===== config.mk =====
export PLATFORM = sky130hd
export DESIGN_NAME = fpRootDivTop
export DESIGN_NICKNAME = d
export VERILOG_FILES = /design/src/fpRootDivPkg.sv /design/src/opQueue.sv /design/src/rtDecode.sv /design/src/rtIterUnit.sv /design/src/rtResultSel.sv /design/src/fpRootDivTop.sv
export SDC_FILE = /design/constraint.sdc
export NUM_CORES = 2
export LEC_CHECK = 0
export ABC_CLOCK_PERIOD_IN_PS = 21300
export BUFFER_PORTS_ARGS = -buffer_cell sky130_fd_sc_hd__buf_2
export CAP_MARGIN = 20
export CORE_MARGIN = 4
export CORE_UTILIZATION = 40
export DETAILED_ROUTE_END_ITERATION = 12
export GPL_ROUTABILITY_DRIVEN = 0
export MAX_ROUTING_LAYER = met4
export SLEW_MARGIN = 10
export SYNTH_ARGS = -nofsm -noshare
export SYNTH_HDL_FRONTEND = slang
export SYNTH_SLANG_ARGS = --single-unit

===== constraint.sdc =====
create_clock -name clk -period 21.3 [get_ports clk]
set_clock_uncertainty 0.05 [all_clocks]
set_input_delay 4.26 -clock clk [delete_from_list [all_inputs] [get_ports clk]]
set_output_delay 4.26 -clock clk [all_outputs]
set_load 0.005 [all_outputs]

===== src/fpRootDivPkg.sv =====
// *********************************************************************
// shared types and constants for the divide/square-root cluster
// opcode and unit-state enums, field widths, operand class codes
// *********************************************************************

package fpRootDivPkg;

  typedef enum logic [0:0] {
    opDiv,
    opSqrt
  } rtOp_e;

  typedef enum logic [1:0] {
    stIdle,
    stIter,
    stDone
  } unitState_e;

  localparam int TAG_WIDTH  = 10;
  localparam int REG_WIDTH  = 9;
  localparam int MANT_STEPS = 26; // 24 result bits + norm bit + guard bit
  localparam int EXP_WIDTH  = 10; // signed unbiased exponent
  localparam int MANT_WIDTH = 26; // two integer bits, 24 fraction bits

  localparam logic [31:0] QNAN_VALUE = 32'h7FC00000;

  // operand class codes from decode
  localparam int CLASS_WIDTH = 2;
  localparam logic [CLASS_WIDTH-1:0] CLASS_NORMAL  = 2'd0;
  localparam logic [CLASS_WIDTH-1:0] CLASS_DIVZERO = 2'd1;
  localparam logic [CLASS_WIDTH-1:0] CLASS_INVALID = 2'd2;
  localparam logic [CLASS_WIDTH-1:0] CLASS_ZERO    = 2'd3;

endpackage


===== src/opQueue.sv =====
// *********************************************************************
// input FIFO for issued divide/square-root operations
// *********************************************************************

`timescale 1ns/1ps

module opQueue #(
  parameter int QUEUE_DEPTH = 4
) (
  input  logic                               clk,
  input  logic                               rst,
  input  logic                               flush,
  input  logic                               inEn,
  input  fpRootDivPkg::rtOp_e                inOp,
  input  logic [31:0]                        inA,
  input  logic [31:0]                        inB,
  input  logic [fpRootDivPkg::REG_WIDTH-1:0] inReg,
  input  logic [fpRootDivPkg::TAG_WIDTH-1:0] inTag,
  input  logic                               pop,
  output logic                               queueFull,
  output logic                               headValid,
  output fpRootDivPkg::rtOp_e                headOp,
  output logic [31:0]                        headA,
  output logic [31:0]                        headB,
  output logic [fpRootDivPkg::REG_WIDTH-1:0] headReg,
  output logic [fpRootDivPkg::TAG_WIDTH-1:0] headTag
);
  import fpRootDivPkg::*;

  localparam int PTR_W = (QUEUE_DEPTH > 1) ? $clog2(QUEUE_DEPTH) : 1;
  localparam int CNT_W = $clog2(QUEUE_DEPTH + 1);

  rtOp_e                opMem  [QUEUE_DEPTH];
  logic [31:0]          aMem   [QUEUE_DEPTH];
  logic [31:0]          bMem   [QUEUE_DEPTH];
  logic [REG_WIDTH-1:0] regMem [QUEUE_DEPTH];
  logic [TAG_WIDTH-1:0] tagMem [QUEUE_DEPTH];

  logic [PTR_W-1:0] wrPtr, rdPtr;
  logic [CNT_W-1:0] count;
  logic             doPush, doPop;

  assign queueFull = (count == CNT_W'(QUEUE_DEPTH));
  assign headValid = (count != '0);
  assign doPush    = inEn && !queueFull; // issuer honours queueFull anyway
  assign doPop     = pop && headValid;

  assign headOp  = opMem[rdPtr];
  assign headA   = aMem[rdPtr];
  assign headB   = bMem[rdPtr];
  assign headReg = regMem[rdPtr];
  assign headTag = tagMem[rdPtr];

  always_ff @(posedge clk) begin
    if (doPush) begin
      opMem[wrPtr]  <= inOp;
      aMem[wrPtr]   <= inA;
      bMem[wrPtr]   <= inB;
      regMem[wrPtr] <= inReg;
      tagMem[wrPtr] <= inTag;
    end
  end

  always_ff @(posedge clk) begin
    if (rst || flush) begin
      wrPtr <= '0;
      rdPtr <= '0;
      count <= '0;
    end else begin
      if (doPush)
        wrPtr <= (wrPtr == PTR_W'(QUEUE_DEPTH - 1)) ? '0 : wrPtr + 1'b1;
      if (doPop)
        rdPtr <= (rdPtr == PTR_W'(QUEUE_DEPTH - 1)) ? '0 : rdPtr + 1'b1;
      count <= count + CNT_W'(doPush) - CNT_W'(doPop); // both may happen at once
    end
  end

endmodule


===== src/rtDecode.sv =====
// *********************************************************************
// decode stage: unpacks the queue head, classifies special operands
// and starts the lowest free iterative unit
// *********************************************************************

`timescale 1ns/1ps

module rtDecode #(
  parameter int NUM_UNITS = 3
) (
  input  logic                                   clk,
  input  logic                                   rst,
  input  logic                                   flush,
  input  logic                                   headValid,
  input  fpRootDivPkg::rtOp_e                    headOp,
  input  logic [31:0]                            headA,
  input  logic [31:0]                            headB,
  input  logic [fpRootDivPkg::REG_WIDTH-1:0]     headReg,
  input  logic [fpRootDivPkg::TAG_WIDTH-1:0]     headTag,
  input  logic [NUM_UNITS-1:0]                   idle,
  output logic                                   pop,
  output logic [NUM_UNITS-1:0]                   start,
  output fpRootDivPkg::rtOp_e                    decOp,
  output logic                                   decSign,
  output logic signed [fpRootDivPkg::EXP_WIDTH-1:0] decExp,
  output logic [fpRootDivPkg::MANT_WIDTH-1:0]    decMantA,
  output logic [fpRootDivPkg::MANT_WIDTH-1:0]    decMantB,
  output logic [fpRootDivPkg::CLASS_WIDTH-1:0]   decClass,
  output logic [fpRootDivPkg::REG_WIDTH-1:0]     decReg,
  output logic [fpRootDivPkg::TAG_WIDTH-1:0]     decTag
);
  import fpRootDivPkg::*;

  logic [NUM_UNITS-1:0]         avail, pick;
  logic [7:0]                   expA, expB;
  logic signed [EXP_WIDTH-1:0]  divExp, rootExp;
  logic [CLASS_WIDTH-1:0]       nextClass;

  // unit started last cycle still shows idle, keep it out
  assign avail = idle & ~start;
  assign pick  = avail & (~avail + NUM_UNITS'(1)); // lowest set bit
  assign pop   = headValid && (avail != '0);

  assign expA    = headA[30:23];
  assign expB    = headB[30:23];
  assign divExp  = $signed({2'b00, expA}) - $signed({2'b00, expB});
  assign rootExp = $signed({2'b00, expA}) - 10'sd127;

  always_comb begin
    nextClass = CLASS_NORMAL;
    if (headOp == opDiv) begin
      if (expB == 8'd0)
        nextClass = CLASS_DIVZERO;
      else if (expA == 8'd0)
        nextClass = CLASS_ZERO;
    end else begin
      if (expA == 8'd0)
        nextClass = CLASS_ZERO; // zero wins over the sign check
      else if (headA[31])
        nextClass = CLASS_INVALID;
    end
  end

  always_ff @(posedge clk) begin
    if (rst || flush)
      start <= '0;
    else
      start <= pop ? pick : '0;
  end

  always_ff @(posedge clk) begin
    if (pop) begin
      decOp    <= headOp;
      decClass <= nextClass;
      decReg   <= headReg;
      decTag   <= headTag;
      decMantB <= {2'b01, headB[22:0], 1'b0};
      if (headOp == opDiv) begin
        decSign  <= headA[31] ^ headB[31];
        decExp   <= divExp;
        decMantA <= {2'b01, headA[22:0], 1'b0};
      end else begin
        decSign <= 1'b0;
        // odd exponent: move one power of two into the mantissa, then halve
        decExp  <= {rootExp[EXP_WIDTH-1], rootExp[EXP_WIDTH-1:1]};
        if (rootExp[0])
          decMantA <= {1'b1, headA[22:0], 2'b00};
        else
          decMantA <= {2'b01, headA[22:0], 1'b0};
      end
    end
  end

endmodule


===== src/rtIterUnit.sv =====
// *********************************************************************
// iterative unit: radix-2 restoring divide and bit-by-bit square root
// one result bit per cycle, result held until taken
// *********************************************************************

`timescale 1ns/1ps

module rtIterUnit (
  input  logic                                      clk,
  input  logic                                      rst,
  input  logic                                      flush,
  input  logic                                      start,
  input  fpRootDivPkg::rtOp_e                       decOp,
  input  logic                                      decSign,
  input  logic signed [fpRootDivPkg::EXP_WIDTH-1:0] decExp,
  input  logic [fpRootDivPkg::MANT_WIDTH-1:0]       decMantA,
  input  logic [fpRootDivPkg::MANT_WIDTH-1:0]       decMantB,
  input  logic [fpRootDivPkg::CLASS_WIDTH-1:0]      decClass,
  input  logic [fpRootDivPkg::REG_WIDTH-1:0]        decReg,
  input  logic [fpRootDivPkg::TAG_WIDTH-1:0]        decTag,
  input  logic                                      take,
  output logic                                      idle,
  output logic                                      done,
  output logic [31:0]                               res,
  output logic [fpRootDivPkg::REG_WIDTH-1:0]        resReg,
  output logic [fpRootDivPkg::TAG_WIDTH-1:0]        resTag,
  output fpRootDivPkg::rtOp_e                       resOp,
  output logic                                      resInvalid,
  output logic                                      resDivZero
);
  import fpRootDivPkg::*;

  localparam int CNT_W = $clog2(MANT_STEPS);
  localparam int REM_W = MANT_WIDTH + 1;

  unitState_e                  state;
  logic [CNT_W-1:0]            cnt;
  logic                        signReg;
  logic signed [EXP_WIDTH-1:0] expReg;
  logic [CLASS_WIDTH-1:0]      classReg;
  logic [REM_W-1:0]            rem;     // partial remainder
  logic [MANT_WIDTH-1:0]       q;       // quotient or root bits so far
  logic [MANT_WIDTH-1:0]       x;       // radicand, two bits used per step
  logic [MANT_WIDTH-1:0]       d;       // divisor

  logic                        divGe, sqrtGe;
  logic [REM_W+1:0]            sqrtCur, sqrtTrial;
  logic                        normShift;
  logic signed [EXP_WIDTH-1:0] biasedExp;
  logic [22:0]                 frac;

  // divide step
  assign divGe = rem >= {1'b0, d};

  // root step: bring down two radicand bits, try 4q+1
  assign sqrtCur   = {rem, x[MANT_WIDTH-1 -: 2]};
  assign sqrtTrial = {1'b0, q, 2'b01};
  assign sqrtGe    = sqrtCur >= sqrtTrial;

  always_ff @(posedge clk) begin
    if (rst || flush) begin
      state <= stIdle;
      cnt   <= '0;
    end else begin
      case (state)
        stIdle: if (start) begin
          cnt   <= '0;
          state <= (decClass == CLASS_NORMAL) ? stIter : stDone;
        end
        stIter: begin
          cnt <= cnt + 1'b1;
          if (cnt == CNT_W'(MANT_STEPS - 1))
            state <= stDone;
        end
        stDone: if (take) state <= stIdle;
        default: state <= stIdle;
      endcase
    end
  end

  always_ff @(posedge clk) begin
    if (state == stIdle && start) begin
      resOp    <= decOp;
      signReg  <= decSign;
      expReg   <= decExp;
      classReg <= decClass;
      resReg   <= decReg;
      resTag   <= decTag;
      d        <= decMantB;
      x        <= decMantA;
      q        <= '0;
      rem      <= (decOp == opDiv) ? {1'b0, decMantA} : '0;
    end else if (state == stIter) begin
      if (resOp == opDiv) begin
        rem <= divGe ? (rem - {1'b0, d}) << 1 : rem << 1;
        q   <= {q[MANT_WIDTH-2:0], divGe};
      end else begin
        rem <= sqrtGe ? REM_W'(sqrtCur - sqrtTrial) : REM_W'(sqrtCur);
        q   <= {q[MANT_WIDTH-2:0], sqrtGe};
        x   <= x << 2;
      end
    end
  end

  // a divide quotient below one needs one place of normalization
  assign normShift = (resOp == opDiv) && !q[MANT_WIDTH-1];
  assign biasedExp = expReg + (normShift ? 10'sd126 : 10'sd127);
  assign frac      = normShift ? q[MANT_WIDTH-3:1] : q[MANT_WIDTH-2:2];

  always_comb begin
    case (classReg)
      CLASS_DIVZERO: res = {signReg, 8'hFF, 23'd0};
      CLASS_INVALID: res = QNAN_VALUE;
      CLASS_ZERO:    res = {signReg, 31'd0};
      default:       res = {signReg, biasedExp[7:0], frac}; // truncated
    endcase
  end

  assign idle       = (state == stIdle);
  assign done       = (state == stDone);
  assign resInvalid = (classReg == CLASS_INVALID);
  assign resDivZero = (classReg == CLASS_DIVZERO);

endmodule


===== src/rtResultSel.sv =====
// *********************************************************************
// result stage: lowest-index finished unit wins the output port
// *********************************************************************

`timescale 1ns/1ps

module rtResultSel #(
  parameter int NUM_UNITS = 3
) (
  input  logic                                         clk,
  input  logic                                         rst,
  input  logic                                         flush,
  input  logic [NUM_UNITS-1:0]                         done,
  input  logic [NUM_UNITS*32-1:0]                      res,
  input  logic [NUM_UNITS*fpRootDivPkg::REG_WIDTH-1:0] resReg,
  input  logic [NUM_UNITS*fpRootDivPkg::TAG_WIDTH-1:0] resTag,
  input  logic [NUM_UNITS-1:0]                         resOp,
  input  logic [NUM_UNITS-1:0]                         resInvalid,
  input  logic [NUM_UNITS-1:0]                         resDivZero,
  output logic [NUM_UNITS-1:0]                         take,
  output logic                                         outEn,
  output logic [31:0]                                  outRes,
  output logic [fpRootDivPkg::REG_WIDTH-1:0]           outReg,
  output logic [fpRootDivPkg::TAG_WIDTH-1:0]           outTag,
  output fpRootDivPkg::rtOp_e                          outOp,
  output logic                                         outInvalid,
  output logic                                         outDivZero
);
  import fpRootDivPkg::*;

  int winIdx;

  assign take = done & (~done + NUM_UNITS'(1)); // one-hot of lowest done

  always_comb begin
    winIdx = 0;
    for (int i = NUM_UNITS - 1; i >= 0; i--)
      if (done[i]) winIdx = i;
  end

  always_ff @(posedge clk) begin
    if (rst || flush)
      outEn <= 1'b0;
    else
      outEn <= (done != '0);
  end

  always_ff @(posedge clk) begin
    if (done != '0) begin
      outRes     <= res[winIdx*32 +: 32];
      outReg     <= resReg[winIdx*REG_WIDTH +: REG_WIDTH];
      outTag     <= resTag[winIdx*TAG_WIDTH +: TAG_WIDTH];
      outOp      <= rtOp_e'(resOp[winIdx]);
      outInvalid <= resInvalid[winIdx];
      outDivZero <= resDivZero[winIdx];
    end
  end

endmodule


===== src/fpRootDivTop.sv =====
// *********************************************************************
// divide/square-root cluster top level
// queue, decode, NUM_UNITS iterative units and result select
// *********************************************************************

`timescale 1ns/1ps

module fpRootDivTop #(
  parameter int NUM_UNITS   = 3,
  parameter int QUEUE_DEPTH = 4
) (
  input  logic                               clk,
  input  logic                               rst,
  input  logic                               flush,
  input  logic                               inEn,
  input  fpRootDivPkg::rtOp_e                inOp,
  input  logic [31:0]                        inA,
  input  logic [31:0]                        inB,
  input  logic [fpRootDivPkg::REG_WIDTH-1:0] inReg,
  input  logic [fpRootDivPkg::TAG_WIDTH-1:0] inTag,
  output logic                               queueFull,
  output logic                               outEn,
  output logic [31:0]                        outRes,
  output logic [fpRootDivPkg::REG_WIDTH-1:0] outReg,
  output logic [fpRootDivPkg::TAG_WIDTH-1:0] outTag,
  output fpRootDivPkg::rtOp_e                outOp,
  output logic                               outInvalid,
  output logic                               outDivZero
);
  import fpRootDivPkg::*;

  // queue head
  logic                 headValid, pop;
  rtOp_e                headOp;
  logic [31:0]          headA, headB;
  logic [REG_WIDTH-1:0] headReg;
  logic [TAG_WIDTH-1:0] headTag;

  // decoded operation, shared by all units
  logic [NUM_UNITS-1:0]        start, idle;
  rtOp_e                       decOp;
  logic                        decSign;
  logic signed [EXP_WIDTH-1:0] decExp;
  logic [MANT_WIDTH-1:0]       decMantA, decMantB;
  logic [CLASS_WIDTH-1:0]      decClass;
  logic [REG_WIDTH-1:0]        decReg;
  logic [TAG_WIDTH-1:0]        decTag;

  // per-unit results, flattened
  logic [NUM_UNITS-1:0]           done, take, unitOp, unitInvalid, unitDivZero;
  logic [NUM_UNITS*32-1:0]        unitRes;
  logic [NUM_UNITS*REG_WIDTH-1:0] unitReg;
  logic [NUM_UNITS*TAG_WIDTH-1:0] unitTag;

  opQueue #(.QUEUE_DEPTH(QUEUE_DEPTH)) opQueue_inst (
    .clk, .rst, .flush, .inEn, .inOp, .inA, .inB, .inReg, .inTag, .pop,
    .queueFull, .headValid, .headOp, .headA, .headB, .headReg, .headTag
  );

  rtDecode #(.NUM_UNITS(NUM_UNITS)) rtDecode_inst (
    .clk, .rst, .flush, .headValid, .headOp, .headA, .headB, .headReg, .headTag,
    .idle, .pop, .start, .decOp, .decSign, .decExp, .decMantA, .decMantB,
    .decClass, .decReg, .decTag
  );

  for (genvar i = 0; i < NUM_UNITS; i++) begin : genUnit
    rtIterUnit rtIterUnit_inst (
      .clk, .rst, .flush, .start(start[i]), .decOp, .decSign, .decExp,
      .decMantA, .decMantB, .decClass, .decReg, .decTag, .take(take[i]),
      .idle(idle[i]), .done(done[i]), .res(unitRes[i*32 +: 32]),
      .resReg(unitReg[i*REG_WIDTH +: REG_WIDTH]),
      .resTag(unitTag[i*TAG_WIDTH +: TAG_WIDTH]), .resOp(unitOp[i]),
      .resInvalid(unitInvalid[i]), .resDivZero(unitDivZero[i])
    );
  end

  rtResultSel #(.NUM_UNITS(NUM_UNITS)) rtResultSel_inst (
    .clk, .rst, .flush, .done, .res(unitRes), .resReg(unitReg), .resTag(unitTag),
    .resOp(unitOp), .resInvalid(unitInvalid), .resDivZero(unitDivZero), .take,
    .outEn, .outRes, .outReg, .outTag, .outOp, .outInvalid, .outDivZero
  );

endmodule


# After elaboration in Yosys (flattened, before gate mapping)
# Memories as Yosys holds them, arrays and structs flattened. A register that Yosys moved wholly into a read port is not among the register bits.
# Cells that the tools add are included.
# word_totals
out_inout_bits,56
memories,5
elab_cells,262
ram_bits,336
inputBits,88
register_bits,546
# op_classes
reduce_logical,43
n_eq_ne,30
n_shift,3
n_addsub,20
n_mul,2
muxes,86
order_cmp,7
n_bitwise,11
# mem_list
memory,depth,word_bits,rd,rd_ports_with_merged_regs,wr,line,rtl
opQueue_inst.aMem,4,32,1,1,1,opQueue.sv:34,logic [31:0] aMem [QUEUE_DEPTH];
opQueue_inst.bMem,4,32,1,1,1,opQueue.sv:35,logic [31:0] bMem [QUEUE_DEPTH];
opQueue_inst.tagMem,4,10,1,1,1,opQueue.sv:37,logic [TAG_WIDTH-1:0] tagMem [QUEUE_DEPTH];
opQueue_inst.regMem,4,9,1,1,1,opQueue.sv:36,logic [REG_WIDTH-1:0] regMem [QUEUE_DEPTH];
opQueue_inst.opMem,4,1,1,1,1,opQueue.sv:33,rtOp_e opMem [QUEUE_DEPTH];
# ops
op,count
two-way mux 27 bit,15
one-hot mux 32 bit (3 select lines),3
two-way mux 26 bit,11
variable part select 96 x 8 -> 32 bit,1
greater-or-equal comparator 29 x 28 -> 1 bit,3
greater-or-equal comparator 27 x 25 -> 1 bit,3
subtractor 27 bit,3
subtractor 26 x 25 -> 26 bit,3
two-way mux 23 bit,3
two-way mux 2 bit,26
variable part select 27 x 32 -> 9 bit,1
variable part select 30 x 32 -> 10 bit,1
one-hot mux 5 bit (2 select lines),3
adder 8 bit,3
two-way mux 24 bit,1
== test 2 bit (second input constant),11
one-hot mux 2 bit (3 select lines),3
nonzero test 2 bit,9
logical NOT 8 bit,2
adder 5 x 1 -> 5 bit (second input constant),3
== test 5 bit (second input constant),3
two-way mux 5 bit,3
two-way mux 1 bit,14
AND reduction 2 bit,7
other kinds (26),67

# Longest topological paths before layout
# depth
depth_word,7
ltp_mapped,14

# Hierarchy
# From an unflattened synthesis, not the netlist that was laid out.
# hier_totals
cells_unflattened,4021
hier_area_um2,47162.7
# modules_own_cells
module,seq_area_each_um2,cells_per_inst,instances,area_per_inst_um2
opQueue,10269.8,491,1,12610.8
rtIterUnit (genUnit[1].rtIterUnit_inst),3963.8,1049,1,9447.8
rtIterUnit (genUnit[0].rtIterUnit_inst),3963.8,1036,1,9283.9
rtIterUnit (genUnit[2].rtIterUnit_inst),3963.8,1025,1,9237.6
rtDecode,2462.4,220,1,3537.1
rtResultSel,1641.6,200,1,3045.4

# Worst setup path after synthesis
# OpenSTA, ideal clock, no wires.
# synth_timing
kind,in2reg
startpoint,in inEn
endpoint,"mem opQueue_inst.aMem[0][0], enable pin"
path_buffers,1
path_stages,3
slack_ps,14199
required_ps,20798
setup_ps,452
arrival_time_ps,6600
path_cell_list,nor2b_1 -> clkbuf_1 -> and2_1
# synth_via
elab_chain_cells,3
# synth_lines
item,line,rtl
start: declaration,fpRootDivTop.sv:15,"input logic inEn,"
logical AND 1 bit,opQueue.sv:45,assign doPush = inEn && !queueFull;
net opQueue_inst.doPush,opQueue.sv:41,"logic doPush, doPop;"
two-way mux 1 bit,opQueue.sv:55,if (doPush) begin
two-way mux 1 bit (not written as such),opQueue.sv:57,aMem[wrPtr] <= inA;
end: declaration,opQueue.sv:34,
# The timed path passes the listed nets, and every way through them passes these cells.

# Final worst setup path
# layout_timing
startpoint,in inEn
endpoint,"mem opQueue_inst.bMem[0][18], enable pin"
# layout_via
elab_chain_cells,3
# layout_lines
item,line,rtl
logical AND 1 bit,opQueue.sv:45,
two-way mux 1 bit,opQueue.sv:55,
two-way mux 1 bit (not written as such),opQueue.sv:58,bMem[wrPtr] <= inB;
end: declaration,opQueue.sv:35,
# Every way passes these cells.

==> results by group <==
Status
  – Status: finished, violations left
  – Failing checks: antenna violations

Pwr
  – Logic pwr share: 23.6%
  – Tot Pwr: 5.54 mW
  – VDD IR max: 78.9 uV
  – Clock share of power: 31.3%
  – Pwr Density: 109 nW/um^2
  – Sw frac: 32.5%
  – Cell Int Power: 3.74 mW
  – LEAKAGE: 18.4 nW
  – Net Sw Power: 1.80 mW
  – Sequential power share: 45.2%

Logic synthesis
  – Async S/R FF share, synth: 0%
  – Top_reg_cell synth: edfxtp_1
  – Sequential element share of the synthesized area: 57.0%
  – #FFs+latches synth: 899
  – Post-synth cell types: 86
  – Ys Warns: 0
  – Syn Area/Cell: 11.8 um^2
  – Syn nets: 4136
  – Largest cells by area after synthesis: edfxtp_1, ha_1, dfxtp_1, mux4_2, nand2_1
  – Post-synth EDFFs: 787
  – Synth area leader: edfxtp_1
  – Mapped Area: 45400 um^2
  – Synth top area share: 52.1%
  – Mapped Cells: 3850

Floorplanning
  – DIE AREA: 119000 um^2
  – Initial Util: 40.3%
  – Die X-Extent: 345 um
  – Num rows: 123
  – I/O pin total: 144
  – Die H: 345 um
  – Core Region: 112000 um^2

Critical path
  – Setup slack, reg-to-reg: 16.93 ns
  – Worst R2R Start: genUnit[1].rtIterUnit_inst.rem[1]$_DFFE_PP_
  – FF-to-FF path depth: 12
  – Crit-path max FO: 52
  – Reg-to-reg critical path endpoint: genUnit[1].rtIterUnit_inst.rem[4]$_DFFE_PP_
  – Crit path kind: in -> reg
  – CP endpoint kind: flip-flop
  – Required @ worst endpoint: 21.53 ns
  – CP Launch Point: inEn
  – CP endpoint: opQueue_inst.bMem[0][18]$_DFFE_PP_
  – Arrival time at the worst endpoint: 6.22 ns
  – CP startpoint kind: primary input

Drt
  – Total wire length: 122000 um
  – Via Count: 30863
  – Pre-antenna DRT Iters: 6
  – DRT antenna net count: 1
  – 1st-iter DRT viols: 3031
  – Per-cell routed wire length: 22.0 um
  – Vias/cell: 5.57
  – DRC viols: 0

Min path
  – Worst hold-check path type: reg -> reg
  – Worst hold start: genUnit[2].rtIterUnit_inst.cnt[4]$_SDFFE_PP0P_
  – WHS Path Cells: 2

Clocking
  – Resized cells post-CTS: 0
  – Postcts setup bufs: 0
  – Clock Pin Slew Worst Setup and Hold Paths: 0.06 ns
  – CTS tree: yes
  – Hold buffers post-CTS: 0
  – H-tree depth: 3
  – Clock tree buffer depth: 3
  – Sink Count: 899
  – Num CTS Buffers: 97
  – Root buf cell: clkbuf_16
  – Worst-skew pair later-pin latency: 0.71 ns

Final layout
  – Final Non-Filler Cells: 5540
  – Layout cell share with drive strength beyond 1: 12.7%
  – Area delta synth->final: 12.5%
  – Nets: 4239
  – Post-route cell area: 51100 um^2
  – FILL cells: 10241

Global route
  – Initial antenna violation count: 6
  – Vias in the first global route: 29303
  – Global-route usage over all layers: 20.8%
  – Wire length of the first global-routing pass: 181000 um
  – Remaining global-route overflow: 0
  – Largest net degree at the start of global routing: 71

Timing
  – RSZ-0062 raised after global routing: no
  – Period utilization: 28.2%
  – Final WS setup: 15.30 ns
  – Post-route minimum period: 6.00 ns
  – Fmax achieved: 0.167 GHz
  – Tightest Pin Transition: 1.18 ns
  – Final Max Tran Viols: 0
  – Final setup viols: 0
  – Setup TNS: 0 ns
  – Hold Vio Cnt, Final: 0
  – Slew HR: 21.0%

Placed design
  – DP Area: 47700 um^2
  – Buffers added on ports: 143
  – Dpl hpwl: 86300 um
  – Placed cells: 5351
  – Placement-stage worst setup slack: 14.53 ns

Flow run
  – Max Cap Violations: 0
[cell usage after synthesis, types with 20 or more instances]
master      n
a21o_1     62
a211oi_1   41
and2_1     29
xor2_1     53
nand3_1   124
a31oi_1    37
mux2_2     33
o21ai_0   238
a21oi_1   212
mux2i_1   124
o31ai_1    20
nor2b_1    49
and3_1     29
xnor2_1    99
inv_1     228
o211ai_1   29
nand2b_1   28
nand2_1   435
clkbuf_1  138
dfxtp_1   112
o21a_1     30
nand4_1    38
o22ai_1    41
edfxtp_1  787
buf_2      22
nor3_1     43
ha_1      193
mux4_2     84
nor2_1    211
[final cells by class]
cell class	count	area [um^2]	share of cell area, %
sequential	899	25900	50.7
multi-input combinational	2536	18000	35.3
clock buffer	124	2550	4.99
tap	1500	1880	3.68
timing repair buffer	187	1100	2.15
inverter	232	876	1.72
clock inverter	57	754	1.48
antenna	5	12.5	0.0245
[through the flow]
stage | utilization [%] | hold slack (ns)
after floorplan | - | 0.390
final | 45.4 | 0.426
after global routing | 45.4 | 0.437
after detailed placement | 42.4 | 0.407
after CTS | 45.3 | 0.427
after global placement | 42.4 | 0.398
[state kept, by name, indices dropped and copies added, names as in the netlist, 30 cells and up, named ones only]
register                        cells
genUnit.rtIterUnit_inst.resTag     30
genUnit.rtIterUnit_inst.rem        81
opQueue_inst.bMem                 128
rtResultSel_inst.outRes            32
genUnit.rtIterUnit_inst.q          78
opQueue_inst.tagMem                40
opQueue_inst.aMem                 128
opQueue_inst.regMem                36
genUnit.rtIterUnit_inst.d          69
genUnit.rtIterUnit_inst.x          75
[layer usage]
metal / GRT usage (%) / part of all wire [%]
met1: 27.6 / 44
met2: 32.2 / 46
met3: 3.22 / 6.5
met4: 8.00 / 4.0
met5: - / 0
[worst max-delay path, cell delays in order]
cell and delay, ns:
buf_2 0.10, nor2b_1 0.47, and2_4 0.58, buf_4 0.68
[power groups by stage]
stage          Sequential, mW  Combinational [mW]  Clock [mW]
4_1_cts                  2.50                1.29        1.77
5_1_grt                  2.51                1.43        1.85
3_5_place_dp             2.54                1.29           0
2_1_floorplan            2.38               0.920           0
6_report                 2.50                1.30        1.73
3_3_place_gp             2.53                1.28           0
[cells in the final DEF, fill, tap and decap left out, drive strengths merged, types with 39 or more instances in the layout]
cell and instances:
xnor2 99, nor3 43, o21ai 244, nand2 435
clkbuf 124, mux4 84, clkinv 39, ha 193
inv 233, a21o 63, nor2b 49, xor2 53
a21oi 213, edfxtp 787, a211oi 42, buf 187
nand3 124, dfxtp 112, nor2 211, mux2i 124
o22ai 42
[logic make-up (layout without fill, tap and decap cells)]
logic type	Yosys count	in the layout	share of synthesized area (%)
AND/OR/NAND/NOR	1063	1063	10.8
adder cells (fa/ha/maj)	198	198	5.54
multiplexers	242	242	7.75
buffers and inverters	415	600	3.53
XOR/XNOR	152	152	2.93
AO/OA/AOI/OAI	881	881	12.4
flip-flops	899	899	57.0
other	0	5	0
[worst min-delay path by stage]
stage	end	slack, ns
6_report	genUnit[2].rtIterUnit_inst.cnt[4]$_SDFFE_PP0P_	0.43
5_1_grt	genUnit[2].rtIterUnit_inst.resTag[3]$_DFFE_PP_	0.44
4_1_cts	genUnit[2].rtIterUnit_inst.resTag[4]$_DFFE_PP_	0.43
3_5_place_dp	genUnit[0].rtIterUnit_inst.resReg[8]$_DFFE_PP_	0.41
3_3_place_gp	genUnit[2].rtIterUnit_inst.resReg[5]$_DFFE_PP_	0.40
2_1_floorplan	genUnit[0].rtIterUnit_inst.d[10]$_DFFE_PP_	0.39
(Power assumes the default switching activity.)
